**config.mk**
```make
export PLATFORM = sky130hd
export DESIGN_NAME = cpu_system
export DESIGN_NICKNAME = d
export VERILOG_FILES = /design/src/common/sys_pkg.sv /design/src/common/cpu_isa_pkg.sv /design/src/common/wb_if.sv /design/src/hdl/wb_arbiter.sv /design/src/hdl/wb_ram_watch.sv /design/src/boot/boot_copier.sv /design/src/cpu/cpu8.sv /design/src/hdl/cpu_system.sv
export SDC_FILE = /design/constraint.sdc
export NUM_CORES = 2
export LEC_CHECK = 0
export ABC_CLOCK_PERIOD_IN_PS = 16650
export BUFFER_PORTS_ARGS = -buffer_cell sky130_fd_sc_hd__buf_2
export CAP_MARGIN = 10
export CORE_MARGIN = 5
export CORE_UTILIZATION = 40
export CTS_CLUSTER_DIAMETER = 50
export DETAILED_ROUTE_END_ITERATION = 12
export PLACE_DENSITY_LB_ADDON = 0.3
export SETUP_SLACK_MARGIN = 0.3
export SLEW_MARGIN = 0
export SYNTH_ARGS = -nofsm -noshare
export SYNTH_HDL_FRONTEND = slang
export SYNTH_SLANG_ARGS = --single-unit
```
**constraint.sdc**
```tcl
create_clock -name clock -period 16.65 [get_ports clock]
set_input_delay 0.8325 -clock clock [delete_from_list [all_inputs] [get_ports clock]]
set_output_delay 0.8325 -clock clock [all_outputs]
set_load 0.05 [all_outputs]
```
**src/common/sys_pkg.sv**
```systemverilog
// --------------------------------------------------------------------------
// system types and constants shared by the processor system
// bus widths, boot image size, watch address and sequencer states
// --------------------------------------------------------------------------

package sys_pkg;

	// --------------------------------------------------------------------------
	// widths
	// --------------------------------------------------------------------------
	localparam int ADDR_BITS     = 8;
	localparam int DATA_BITS     = 8;
	localparam int BOOT_IDX_BITS = 4;

	// full address space of the ram
	localparam int RAM_WORDS = 2 ** ADDR_BITS;

	typedef logic [ADDR_BITS - 1 : 0]     addr_t;
	typedef logic [DATA_BITS - 1 : 0]     data_t;
	typedef logic [BOOT_IDX_BITS - 1 : 0] boot_idx_t;

	// --------------------------------------------------------------------------
	// system defaults
	// --------------------------------------------------------------------------
	// image length, top level may override
	localparam int BOOT_WORDS = 16;

	// writes here show up on the watch output
	localparam addr_t WATCH_ADDR_DEFAULT = 8'hff;

	// bring-up sequence
	typedef enum logic [1 : 0] {
		SYS_RESET,
		SYS_BOOT,
		SYS_RUN
	} sys_state_t;

endpackage

```
**src/common/cpu_isa_pkg.sv**
```systemverilog
// --------------------------------------------------------------------------
// instruction set of the 8-bit accumulator cpu
// --------------------------------------------------------------------------

package cpu_isa_pkg;

	// instruction format: opcode byte then operand byte
	localparam int OPCODE_BITS    = 8;
	localparam int INSTR_BYTES    = 2;
	localparam int OPERAND_OFFSET = 1;

	// program counter after reset
	localparam int RESET_PC = 0;

	// unlisted codes behave like hlt
	typedef enum logic [OPCODE_BITS - 1 : 0] {
		OP_HLT = 8'd0,
		OP_LDI = 8'd1,
		OP_LD  = 8'd2,
		OP_ST  = 8'd3,
		OP_ADD = 8'd4,
		OP_SUB = 8'd5,
		OP_JMP = 8'd6,
		OP_JNZ = 8'd7
	} opcode_t;

endpackage

```
**src/common/wb_if.sv**
```systemverilog
// --------------------------------------------------------------------------
// wishbone classic bus, 8-bit address and data
// --------------------------------------------------------------------------

interface wb_if;
	import sys_pkg::*;

	// cycle and strobe, raised together by the master
	logic cyc;
	logic stb;
	logic we;
	addr_t adr;
	data_t dat_w;

	// slave response, ack lasts one cycle
	data_t dat_r;
	logic ack;

	modport master (
		output cyc, stb, we, adr, dat_w,
		input  dat_r, ack
	);

	modport slave (
		input  cyc, stb, we, adr, dat_w,
		output dat_r, ack
	);

endinterface

```
**src/hdl/wb_arbiter.sv**
```systemverilog
// --------------------------------------------------------------------------
// two-master wishbone arbiter, m0 has priority
// grant stays with its owner for as long as the owner holds cyc
// --------------------------------------------------------------------------

module wb_arbiter (
	input logic clock,
	input logic reset,
	wb_if.slave m0,
	wb_if.slave m1,
	wb_if.master s
);

	// grant: 0 selects m0, 1 selects m1
	logic grant;
	logic owner_q;
	logic locked_q;
	logic owner_cyc;

	// --------------------------------------------------------------------------
	// grant selection
	// --------------------------------------------------------------------------
	assign owner_cyc = owner_q ? m1.cyc : m0.cyc;

	always_comb begin
		if (locked_q && owner_cyc) begin
			// owner still inside its cycle
			grant = owner_q;
		end else if (m0.cyc) begin
			grant = 1'b0;
		end else begin
			// default to m1, harmless when idle
			grant = 1'b1;
		end
	end

	// remember who holds the bus
	always_ff @(posedge clock) begin
		if (reset) begin
			owner_q  <= 1'b0;
			locked_q <= 1'b0;
		end else begin
			owner_q  <= grant;
			locked_q <= s.cyc;
		end
	end

	// --------------------------------------------------------------------------
	// request and response routing
	// --------------------------------------------------------------------------
	assign s.cyc   = grant ? m1.cyc   : m0.cyc;
	assign s.stb   = grant ? m1.stb   : m0.stb;
	assign s.we    = grant ? m1.we    : m0.we;
	assign s.adr   = grant ? m1.adr   : m0.adr;
	assign s.dat_w = grant ? m1.dat_w : m0.dat_w;

	// loser sees no ack and no data
	assign m0.ack   = s.ack & ~grant;
	assign m1.ack   = s.ack & grant;
	assign m0.dat_r = grant ? '0 : s.dat_r;
	assign m1.dat_r = grant ? s.dat_r : '0;

	// ownership moves only between cycles or on the closing ack
	grant_stable: assert property (
		@(posedge clock) disable iff (reset)
		(grant != $past(grant)) |-> $past(!s.cyc || s.ack)
	);

endmodule

```
**src/hdl/wb_ram_watch.sv**
```systemverilog
// --------------------------------------------------------------------------
// 256-byte wishbone ram with one wait cycle
// writes to the watch address are also copied to the watch register
// --------------------------------------------------------------------------

module wb_ram_watch #(
	parameter sys_pkg::addr_t watch_addr = sys_pkg::WATCH_ADDR_DEFAULT
) (
	input logic clock,
	input logic reset,
	wb_if.slave bus,
	output sys_pkg::data_t watch
);
	import sys_pkg::*;

	data_t mem [RAM_WORDS];
	data_t rd_q;
	data_t watch_q;
	logic ack_q;
	logic req;

	// new request, not the one being acked
	assign req = bus.cyc && bus.stb && !ack_q;

	// storage and read data
	always_ff @(posedge clock) begin
		if (req) begin
			if (bus.we) begin
				mem[bus.adr] <= bus.dat_w;
			end
			rd_q <= mem[bus.adr];
		end
	end

	// ack one cycle late, watch register
	always_ff @(posedge clock) begin
		if (reset) begin
			ack_q   <= 1'b0;
			watch_q <= '0;
		end else begin
			ack_q <= req;
			if (req && bus.we && bus.adr == watch_addr) begin
				watch_q <= bus.dat_w;
			end
		end
	end

	assign bus.ack   = ack_q;
	assign bus.dat_r = rd_q;
	assign watch     = watch_q;

	// the granted master must still be strobing when ack arrives
	ack_with_stb: assert property (
		@(posedge clock) disable iff (reset)
		bus.ack |-> bus.stb
	);

endmodule

```
**src/boot/boot_copier.sv**
```systemverilog
// --------------------------------------------------------------------------
// boot copier, writes the external boot image into ram word by word
// --------------------------------------------------------------------------

module boot_copier #(
	parameter int boot_words = sys_pkg::BOOT_WORDS
) (
	input logic clock,
	input logic reset,
	output sys_pkg::boot_idx_t boot_addr,
	input sys_pkg::data_t boot_data,
	wb_if.master bus,
	output logic done
);
	import sys_pkg::*;

	boot_idx_t idx;
	logic busy_q;
	logic done_q;
	logic last;

	// final word of the image
	assign last = (idx == boot_idx_t'(boot_words - 1));

	always_ff @(posedge clock) begin
		if (reset) begin
			idx    <= '0;
			busy_q <= 1'b0;
			done_q <= 1'b0;
		end else if (!busy_q && !done_q) begin
			// start right after reset is released
			busy_q <= 1'b1;
		end else if (busy_q && bus.ack) begin
			if (last) begin
				busy_q <= 1'b0;
				done_q <= 1'b1;
			end else begin
				idx <= idx + 1'b1;
			end
		end
	end

	// boot index stays put until the word is acked
	assign boot_addr = idx;

	// image lands at the same ram address
	assign bus.cyc   = busy_q;
	assign bus.stb   = busy_q;
	assign bus.we    = 1'b1;
	assign bus.adr   = addr_t'(idx);
	assign bus.dat_w = boot_data;

	// done already in the cycle of the last ack
	assign done = done_q | (busy_q & bus.ack & last);

endmodule

```
**src/cpu/cpu8.sv**
```systemverilog
// --------------------------------------------------------------------------
// multi-cycle 8-bit accumulator cpu
// fetches two-byte instructions and reaches memory over wishbone
// --------------------------------------------------------------------------

module cpu8 (
	input logic clock,
	input logic reset,
	wb_if.master bus,
	output logic halted
);
	import sys_pkg::*;
	import cpu_isa_pkg::*;

	typedef enum logic [1 : 0] {
		CPU_FETCH_OP,
		CPU_FETCH_ARG,
		CPU_MEM,
		CPU_HALT
	} cpu_state_t;

	cpu_state_t state;
	addr_t pc;
	data_t acc;
	opcode_t ir;
	data_t opr;

	addr_t pc_next;
	logic active;

	// sequential instruction address
	assign pc_next = pc + addr_t'(INSTR_BYTES);

	// --------------------------------------------------------------------------
	// bus request, one access per state
	// --------------------------------------------------------------------------
	// no request while held in reset or once stopped
	assign active = !reset && (state != CPU_HALT);

	assign bus.cyc   = active;
	assign bus.stb   = active;
	assign bus.we    = (state == CPU_MEM) && (ir == OP_ST);
	assign bus.dat_w = acc;

	always_comb begin
		case (state)
			CPU_FETCH_ARG: bus.adr = pc + addr_t'(OPERAND_OFFSET);
			CPU_MEM:       bus.adr = opr;
			default:       bus.adr = pc;
		endcase
	end

	// --------------------------------------------------------------------------
	// control
	// --------------------------------------------------------------------------
	always_ff @(posedge clock) begin
		if (reset) begin
			state <= CPU_FETCH_OP;
			pc    <= addr_t'(RESET_PC);
			acc   <= '0;
		end else if (bus.ack) begin
			case (state)
				CPU_FETCH_OP: begin
					state <= CPU_FETCH_ARG;
				end

				CPU_FETCH_ARG: begin
					// operand byte decides the rest
					case (ir)
						OP_LDI: begin
							acc   <= bus.dat_r;
							pc    <= pc_next;
							state <= CPU_FETCH_OP;
						end
						OP_LD, OP_ST, OP_ADD, OP_SUB: begin
							state <= CPU_MEM;
						end
						OP_JMP: begin
							pc    <= bus.dat_r;
							state <= CPU_FETCH_OP;
						end
						OP_JNZ: begin
							pc    <= (acc != '0) ? bus.dat_r : pc_next;
							state <= CPU_FETCH_OP;
						end
						default: begin
							// hlt and unknown codes
							state <= CPU_HALT;
						end
					endcase
				end

				CPU_MEM: begin
					case (ir)
						OP_LD:   acc <= bus.dat_r;
						OP_ADD:  acc <= acc + bus.dat_r;
						OP_SUB:  acc <= acc - bus.dat_r;
						default: acc <= acc;
					endcase
					pc    <= pc_next;
					state <= CPU_FETCH_OP;
				end

				default: begin
					state <= CPU_HALT;
				end
			endcase
		end
	end

	// instruction and operand registers
	always_ff @(posedge clock) begin
		if (bus.ack && state == CPU_FETCH_OP) begin
			ir <= opcode_t'(bus.dat_r);
		end
		if (bus.ack && state == CPU_FETCH_ARG) begin
			opr <= bus.dat_r;
		end
	end

	assign halted = (state == CPU_HALT);

	// an ack reaches the cpu only for a request it holds open
	ack_in_cycle: assert property (
		@(posedge clock) disable iff (reset)
		bus.ack |-> (bus.cyc && bus.stb)
	);

endmodule

```
**src/hdl/cpu_system.sv**
```systemverilog
// --------------------------------------------------------------------------
// processor system top, boots ram from the boot port then runs the cpu
// --------------------------------------------------------------------------

module cpu_system #(
	parameter int boot_words = sys_pkg::BOOT_WORDS,
	parameter sys_pkg::addr_t watch_addr = sys_pkg::WATCH_ADDR_DEFAULT
) (
	input logic clock,
	input logic reset,
	input sys_pkg::data_t boot_data,
	output sys_pkg::boot_idx_t boot_addr,
	output logic booting,
	output logic running,
	output logic halted,
	output logic write_active,
	output sys_pkg::data_t watch
);
	import sys_pkg::*;

	sys_state_t state;
	logic copy_done;
	logic copier_reset;
	logic cpu_reset;

	// --------------------------------------------------------------------------
	// boot and run sequencer
	// --------------------------------------------------------------------------
	always_ff @(posedge clock) begin
		if (reset) begin
			state <= SYS_RESET;
		end else begin
			case (state)
				SYS_RESET: state <= SYS_BOOT;
				SYS_BOOT:  state <= copy_done ? SYS_RUN : SYS_BOOT;
				default:   state <= SYS_RUN;
			endcase
		end
	end

	// copier free from boot on, cpu only in run
	assign copier_reset = reset || (state == SYS_RESET);
	assign cpu_reset    = reset || (state != SYS_RUN);

	assign booting = (state == SYS_BOOT);
	assign running = (state == SYS_RUN);

	// --------------------------------------------------------------------------
	// bus masters, arbiter and ram
	// --------------------------------------------------------------------------
	wb_if boot_bus ();
	wb_if cpu_bus ();
	wb_if ram_bus ();

	boot_copier #(.boot_words(boot_words)) copier (
		.clock(clock),
		.reset(copier_reset),
		.boot_addr(boot_addr),
		.boot_data(boot_data),
		.bus(boot_bus),
		.done(copy_done)
	);

	cpu8 cpu (
		.clock(clock),
		.reset(cpu_reset),
		.bus(cpu_bus),
		.halted(halted)
	);

	// boot port first
	wb_arbiter arbiter (
		.clock(clock),
		.reset(reset),
		.m0(boot_bus),
		.m1(cpu_bus),
		.s(ram_bus)
	);

	wb_ram_watch #(.watch_addr(watch_addr)) ram (
		.clock(clock),
		.reset(reset),
		.bus(ram_bus),
		.watch(watch)
	);

	// write in progress on the ram
	assign write_active = ram_bus.cyc & ram_bus.we;

endmodule

```
# Word-level counts from Yosys, hierarchy flattened
# Memories as Yosys holds them, arrays and structs flattened. A register that Yosys moved wholly into a read port is not among the register bits.
# Cells that the tools add are included.
[classes]
add_sub_neg = 5
n_eq_ne = 19
muxes = 25
n_bitwise = 9
n_reduce_logical = 29
[op_table]
columns = ["operator", "count"]
rows = [
  ["$pmux W8 S2", 3],
  ["$pmux W8 S3", 2],
  ["$mux W8", 5],
  ["$eq A8 B3 Y1 const B", 4],
  ["$eq A8 B2 Y1 const B", 2],
  ["$mux W1", 11],
  ["$logic_and A1 B1 Y1", 10],
  ["$reduce_and A3 Y1", 3],
  ["$add A8 B1 Y8 const B", 1],
  ["$add A8 B2 Y8 const B", 1],
  ["$add A8 B8 Y8", 1],
  ["$eq A8 B1 Y1 const B", 1],
  ["$eq A8 B8 Y1 const B", 1],
  ["$ne A4 B4 Y1 const B", 2],
  ["$pmux W2 S2", 2],
  ["$reduce_bool A8 Y1", 1],
  ["$sub A8 B8 Y8", 1],
  ["$eq A2 B2 Y1 const B", 3],
  ["$ne A2 B2 Y1 const B", 3],
  ["$pmux W2 S3", 1],
  ["$reduce_bool A2 Y1", 3],
  ["$and A1 B1 Y1", 5],
  ["$add A4 B1 Y4 const B", 1],
  ["$eq A2 B1 Y1 const B", 2],
  ["11 further kinds", 18],
]
[totals]
reg_bits = 53
mem_bits_rw = 2048
input_bits = 10
out_inout_bits = 16
word_cells = 101
mem_count = 1
[mem_list]
columns = ["memory", "depth", "width", "read_ports", "rd_ports_with_merged_regs", "wr", "line_no", "text"]
rows = [
  ["ram.mem", 256, 8, 1, 1, 1, "wb_ram_watch.sv:16", "data_t mem [RAM_WORDS];"],
]

# Depth between registers and ports, before layout
[logic_depth]
word_depth = 14
mapped_depth = 19
ltp_nobuf = 17

# Modules after synthesis
# A second synthesis with hierarchy kept.
[hier_totals]
hier_cells = 3991
area_unflattened_um2 = 82329.0
[modules_own_cells]
columns = ["mod", "instances", "cells_each", "area_per_inst_um2", "seq_area_each_um2"]
rows = [
  ["wb_ram_watch", 1, 3566, 78698.0, 61919.4],
  ["cpu8", 1, 255, 2372.3, 840.8],
  ["wb_arbiter", 1, 112, 763.2, 40.0],
  ["boot_copier", 1, 48, 404.1, 120.1],
  ["cpu_system", 1, 10, 91.3, 40.0],
]

# Least setup slack after synthesis
# No wires, ideal clock.
[synth_path]
path_kind = "reg2reg"
start = "reg cpu.state[0]"
end = "mem ram.mem[0][0] (netlist name) (data pin)"
setup_ps = 2199
t_arrival_ps = 12639
required_time_ps = 14451
path_slack_ps = 1812
path_stages_with_launch = 12
path_buffers = 7
synth_period_minus_slack_ps = 14838
path_cell_list = "dfxtp_1 ha_1 or3b_1 buf_6 o21a_1 buf_2 buf_2 buf_1 clkbuf_1 buf_1 buf_1 o21ai_0"
[synth_via]
elab_chain_cells = 6
[synth_rtl]
columns = ["element", "line_no", "text"]
rows = [
  ["start: declaration", "cpu8.sv:22", "cpu_state_t state;"],
  ["start signal: assignment", "cpu8.sv:58", "state <= CPU_FETCH_OP;"],
  ["start signal: assignment", "cpu8.sv:64", "state <= CPU_FETCH_ARG;"],
  ["start signal: assignment", "cpu8.sv:73", "state <= CPU_FETCH_OP;"],
  ["$ne A2 B2 Y1", "cpu8.sv:38", "assign active = !reset && (state != CPU_HALT);"],
  ["$logic_and A1 B1 Y1", "cpu8.sv:38", ""],
  ["$mux W1", "wb_arbiter.sv:23", "assign owner_cyc = owner_q ? m1.cyc : m0.cyc;"],
  ["$logic_and A1 B1 Y1", "wb_arbiter.sv:26", "if (locked_q && owner_cyc) begin"],
  ["$mux W1", "wb_arbiter.sv:26", ""],
  ["$mux W8", "wb_arbiter.sv:55", "assign s.dat_w = grant ? m1.dat_w : m0.dat_w;"],
  ["net arbiter.s.dat_w[0]", "wb_if.sv:20", "output cyc, stb, we, adr, dat_w,"],
  ["end: declaration", "wb_ram_watch.sv:16", ""],
]
# The timed path passes the listed nets, and every way through them passes these cells.

# Worst setup path in the final report
[layout_path]
start = "reg cpu.state[1]"
end = "reg ram.rd_q[3], in the netlist ram.bus.dat_r[3] (read register of ram.mem) (data pin)"
[layout_via]
elab_chain_cells = 7
word_cells_on_any_way = 11
cone_classes = "3 x eq/ne; 5 x mux; 3 x reduce/logical"
[layout_rtl]
columns = ["element", "line_no", "text"]
rows = [
  ["$ne A2 B2 Y1", "cpu8.sv:38", ""],
  ["$logic_and A1 B1 Y1", "cpu8.sv:38", ""],
  ["$mux W1", "wb_arbiter.sv:23", ""],
  ["$logic_and A1 B1 Y1", "wb_arbiter.sv:26", ""],
  ["$mux W1", "wb_arbiter.sv:26", ""],
  ["$mux W1", "wb_arbiter.sv:51, wb_arbiter.sv:52", ""],
  ["$logic_and A1 B1 Y1", "wb_ram_watch.sv:23", "assign req = bus.cyc && bus.stb && !ack_q;"],
  ["end: declaration", "wb_ram_watch.sv:17", "data_t rd_q;"],
]
# Several ways; a longest one is shown, not always the timed one.
# A chain may end at the register's enable or synchronous reset.

==> flow_metrics.py <==
metrics = {
    "logic_synthesis": {
        "yosysTopAreaCell": "edfxtp_1",
        "yosysTopAreaCellShare_pct": 75.9,
        "ys_seq_elements": 2109,
        "synth.area.top_cells": "edfxtp_1, a22oi_1, a22o_1",
        "syn_inst": 5193,
        "ys_seq_area_share_pct": 76.8,
        "synth-edff-count": 2072,
        "postSynthAreaPerCell_um2": 15.8,
        "yosysWarnings": 0,
        "netlist_area_um2": 82000,
        "synth-main-ff-cell": "edfxtp_1",
        "synth_fp_nets": 5218,
        "async_flop_share_pct": 0,
        "synth_cell_type_count": 84,
    },
    "setup_path": {
        "r2r_setup_slack_ns": 9.86,
        "end_kind": "register",
        "r2r-start": "cpu.state[1]",
        "slowest_stage": "o41ai_1",
        "critPathKind": "reg -> reg",
        "timing.critical_path.buf_inv": 4,
        "startpoint": "cpu.state[1]",
        "crit_family": "compound AO/OA/AOI/OAI gates",
        "crit_fanout": 114,
        "cp-start-kind": "register",
        "worst_path_most_repeated_cell": "buf_4",
        "crit_chain": "ha_1 -> or3b_1 -> o21a_4 -> buf_4 -> o31ai_4 -> buf_12 -> buf_4 -> buf_4 -> a22oi_1 -> a31oi_1 -> o41ai_1 -> a41oi_1 -> a21oi_1 -> nand4_1",
        "cp_slowest_stage_delay_ns": 0.93,
        "worstPathArrival_ns": 7.39,
        "crit_required_ns": 17.25,
    },
    "sta": {
        "rsz0062_at_grt": "no",
        "clock_skew_ns": 0.0561,
        "finalWorstSetupSlack_ns": 9.86,
        "hold_ws_ns": 0.337,
        "fin_crit_ns": 6.79,
        "min_period_over_period_pct": 40.8,
        "final_max_slew_viol_count": 0,
        "fmax_mhz": 147,
        "finalHoldViolCount": 0,
        "finalSetupViolCount": 0,
        "tightest_slew_ns": 1.32,
        "setup_tns_ns": 0,
        "relSlewSlack_pct": 11.7,
    },
    "global_routing": {
        "antenna_found_initial": 8,
        "overflow": 0,
        "grt_max_degree": 221,
        "grt_pass1_wl_um": 349000,
        "grt_pass1_vias": 48300,
        "grtUsageTotal_pct": 21.7,
    },
    "pwr": {
        "intPower_uw": 8480,
        "seqPwrFrac_pct": 54.2,
        "power_leakage_uw": 0.0306,
        "switching_share_pct": 21.0,
        "irDropWorstVdd_mv": 0.0881,
        "power_density_nw_per_um2": 117,
        "power_switching_uw": 2250,
        "pwr-share-comb_pct": 1.6,
        "clkPwrFrac_pct": 44.2,
    },
    "outcome": {
        "status": "finished, final reports clean",
    },
    "route": {
        "routed_wl_um": 241000,
        "via_count": 49800,
        "dr.pass1.iters": 7,
        "antenna_left": 0,
        "drc": 0,
        "drt_iter0_markers": 6491,
        "routedWlPerCell_um": 30.0,
        "vias_per_cell": 6.20,
    },
    "cts": {
        "cts_buffers": 217,
        "cts_setup_buffers": 0,
        "cts_resized": 0,
        "cts_hold_buf": 0,
        "cts_root_buf": "clkbuf_16",
        "clk_pin_slew_ns": 0.07,
        "cts_tree": "done",
        "clockBufferDepth": 3,
        "cts_sinks": 2109,
        "htree_levels": 4,
        "clkLatencyLatePin_ns": 0.88,
    },
    "layout": {
        "fin_cells": 8031,
        "layout-drive-gt1-share_pct": 9.69,
        "nNetsFinal": 5181,
        "syn_to_final_growth_pct": 12.0,
    },
    "hold_path": {
        "hold_class": "in -> reg",
        "hold_start": "reset",
    },
    "floorplan": {
        "fp.dieW_um": 463,
        "ios": 26,
        "rows": 166,
        "die_y_um": 463,
        "initial_core_util_pct": 40.1,
        "die_area_um2": 214000,
        "coreArea_um2": 204000,
    },
    "placement": {
        "place_ws_ns": 9.51,
        "place_inst": 7625,
        "io_buffers": 25,
        "place_hpwl_um": 134000,
        "routabilityCongestion": 0.842,
    },
    "flow_run": {
        "cap_violations": 0,
    },
}
[path summary, 6_finish.rpt]
check / depth (start not counted) / end
setup / recovery: 14 / ram.bus.dat_r[3]
hold / removal: 2 / arbiter.owner_q
setup reg to reg: 14 / ram.bus.dat_r[3]
hold reg to reg: 1 / copier.bus.cyc
[cell usage after synthesis (9+ instances only)]
| cell type | instances |
|---|---|
| o41ai_1 | 38 |
| and2_1 | 14 |
| a31oi_1 | 171 |
| buf_4 | 32 |
| nand2_1 | 370 |
| a221oi_1 | 246 |
| xnor2_1 | 9 |
| buf_2 | 170 |
| buf_1 | 29 |
| o21ai_0 | 293 |
| clkbuf_1 | 166 |
| inv_1 | 26 |
| o311ai_0 | 9 |
| dfxtp_1 | 37 |
| a22o_1 | 255 |
| mux2i_1 | 68 |
| edfxtp_1 | 2072 |
| a22oi_1 | 346 |
| nor2_1 | 308 |
| mux2_2 | 28 |
| nand4_1 | 15 |
| nor2b_1 | 10 |
| nor4_1 | 20 |
| ha_1 | 14 |
| nor3_1 | 20 |
| a21oi_1 | 130 |
| o31ai_1 | 9 |
| nand3_1 | 12 |
| o22ai_1 | 132 |
| a211oi_1 | 9 |
[flip-flops by register name, indices dropped and copies added (netlist names)]
name              flops
cpu.opr               8
copier.done_q         1
ram.mem            2048
cpu.bus.dat_w         8
ram.bus.ack           1
arbiter.locked_q      1
ram.bus.dat_r         8
ram.watch             8
state                 2
cpu.pc                8
cpu.state             2
copier.boot_addr      4
arbiter.owner_q       1
cpu.ir                8
copier.bus.cyc        1
[final cells by class]
cell class / count / area, um2
repair buffers: 145 / 1190
fillers: 17800 / 113000
clock inverters: 143 / 1380
multi-input cells: 2657 / 17300
inverters: 26 / 97.6
flip-flops and latches: 2109 / 63000
well taps: 2688 / 3360
diodes: 6 / 15.0
clock buffers: 257 / 5580
[layer usage]
metal	share of wire (%)	vias up	GRT usage, %
met3	9.4	419	4.26
met1	41	25600	30.8
li1	-	21100	-
met4	3.6	2	7.71
met5	0.0054	-	0
met2	46	2672	33.6
[cells by family (layout without fill, tap and decap cells)]
group / count (synthesis) / in the layout / synth area share [%]
DFF: 2109 / 2109 / 76.8
AOI/OAI and AO/OA: 1715 / 1715 / 15.0
and+or+nand+nor: 814 / 814 / 4.16
buffers and inverters: 427 / 571 / 2.40
muxes: 100 / 100 / 1.32
adders and majority gates: 15 / 15 / 0.238
xor gates and xnor gates: 13 / 13 / 0.139
other: 0 / 6 / 0
[layout by cell type (no fill, tap or decap), drive strengths merged, types with 14 or more instances in the layout]
master  netlist  layout
o22ai       132     132
a21oi       130     130
nor2        310     310
and2         14      14
nand2       370     370
mux2i        68      68
clkinv        0     108
bufinv        0      15
inv          26      37
nor3         21      21
buf         235     145
edfxtp     2072    2072
dfxtp        37      37
o41ai        38      38
a31oi       171     171
nor4         20      20
mux2         28      28
a22o        255     255
a221oi      246     246
nand4        15      15
ha           14      14
o21ai       294     294
a22oi       346     346
clkbuf      166     257
[through the flow]
stage | cell area [um2] | utilization, % | total power, uW
after floorplan | 82000 | - | 6030
after global placement | 84900 | 41.5 | 6090
after detailed placement | 84900 | 41.5 | 6090
after CTS | 91800 | 44.9 | 10800
after global routing | 91800 | 44.9 | 11000
final | 91900 | 44.9 | 10700
[power groups by stage]
stage               clock, uW  combinational, uW  sequential (uW)
floorplan                   0               88.3             5940
global placement            0                167             5920
detailed placement          0                171             5920
CTS                      4790                171             5810
global route             5020                181             5810
finish                   4740                172             5810
No activity file was read; power rests on OpenSTA's default activity.
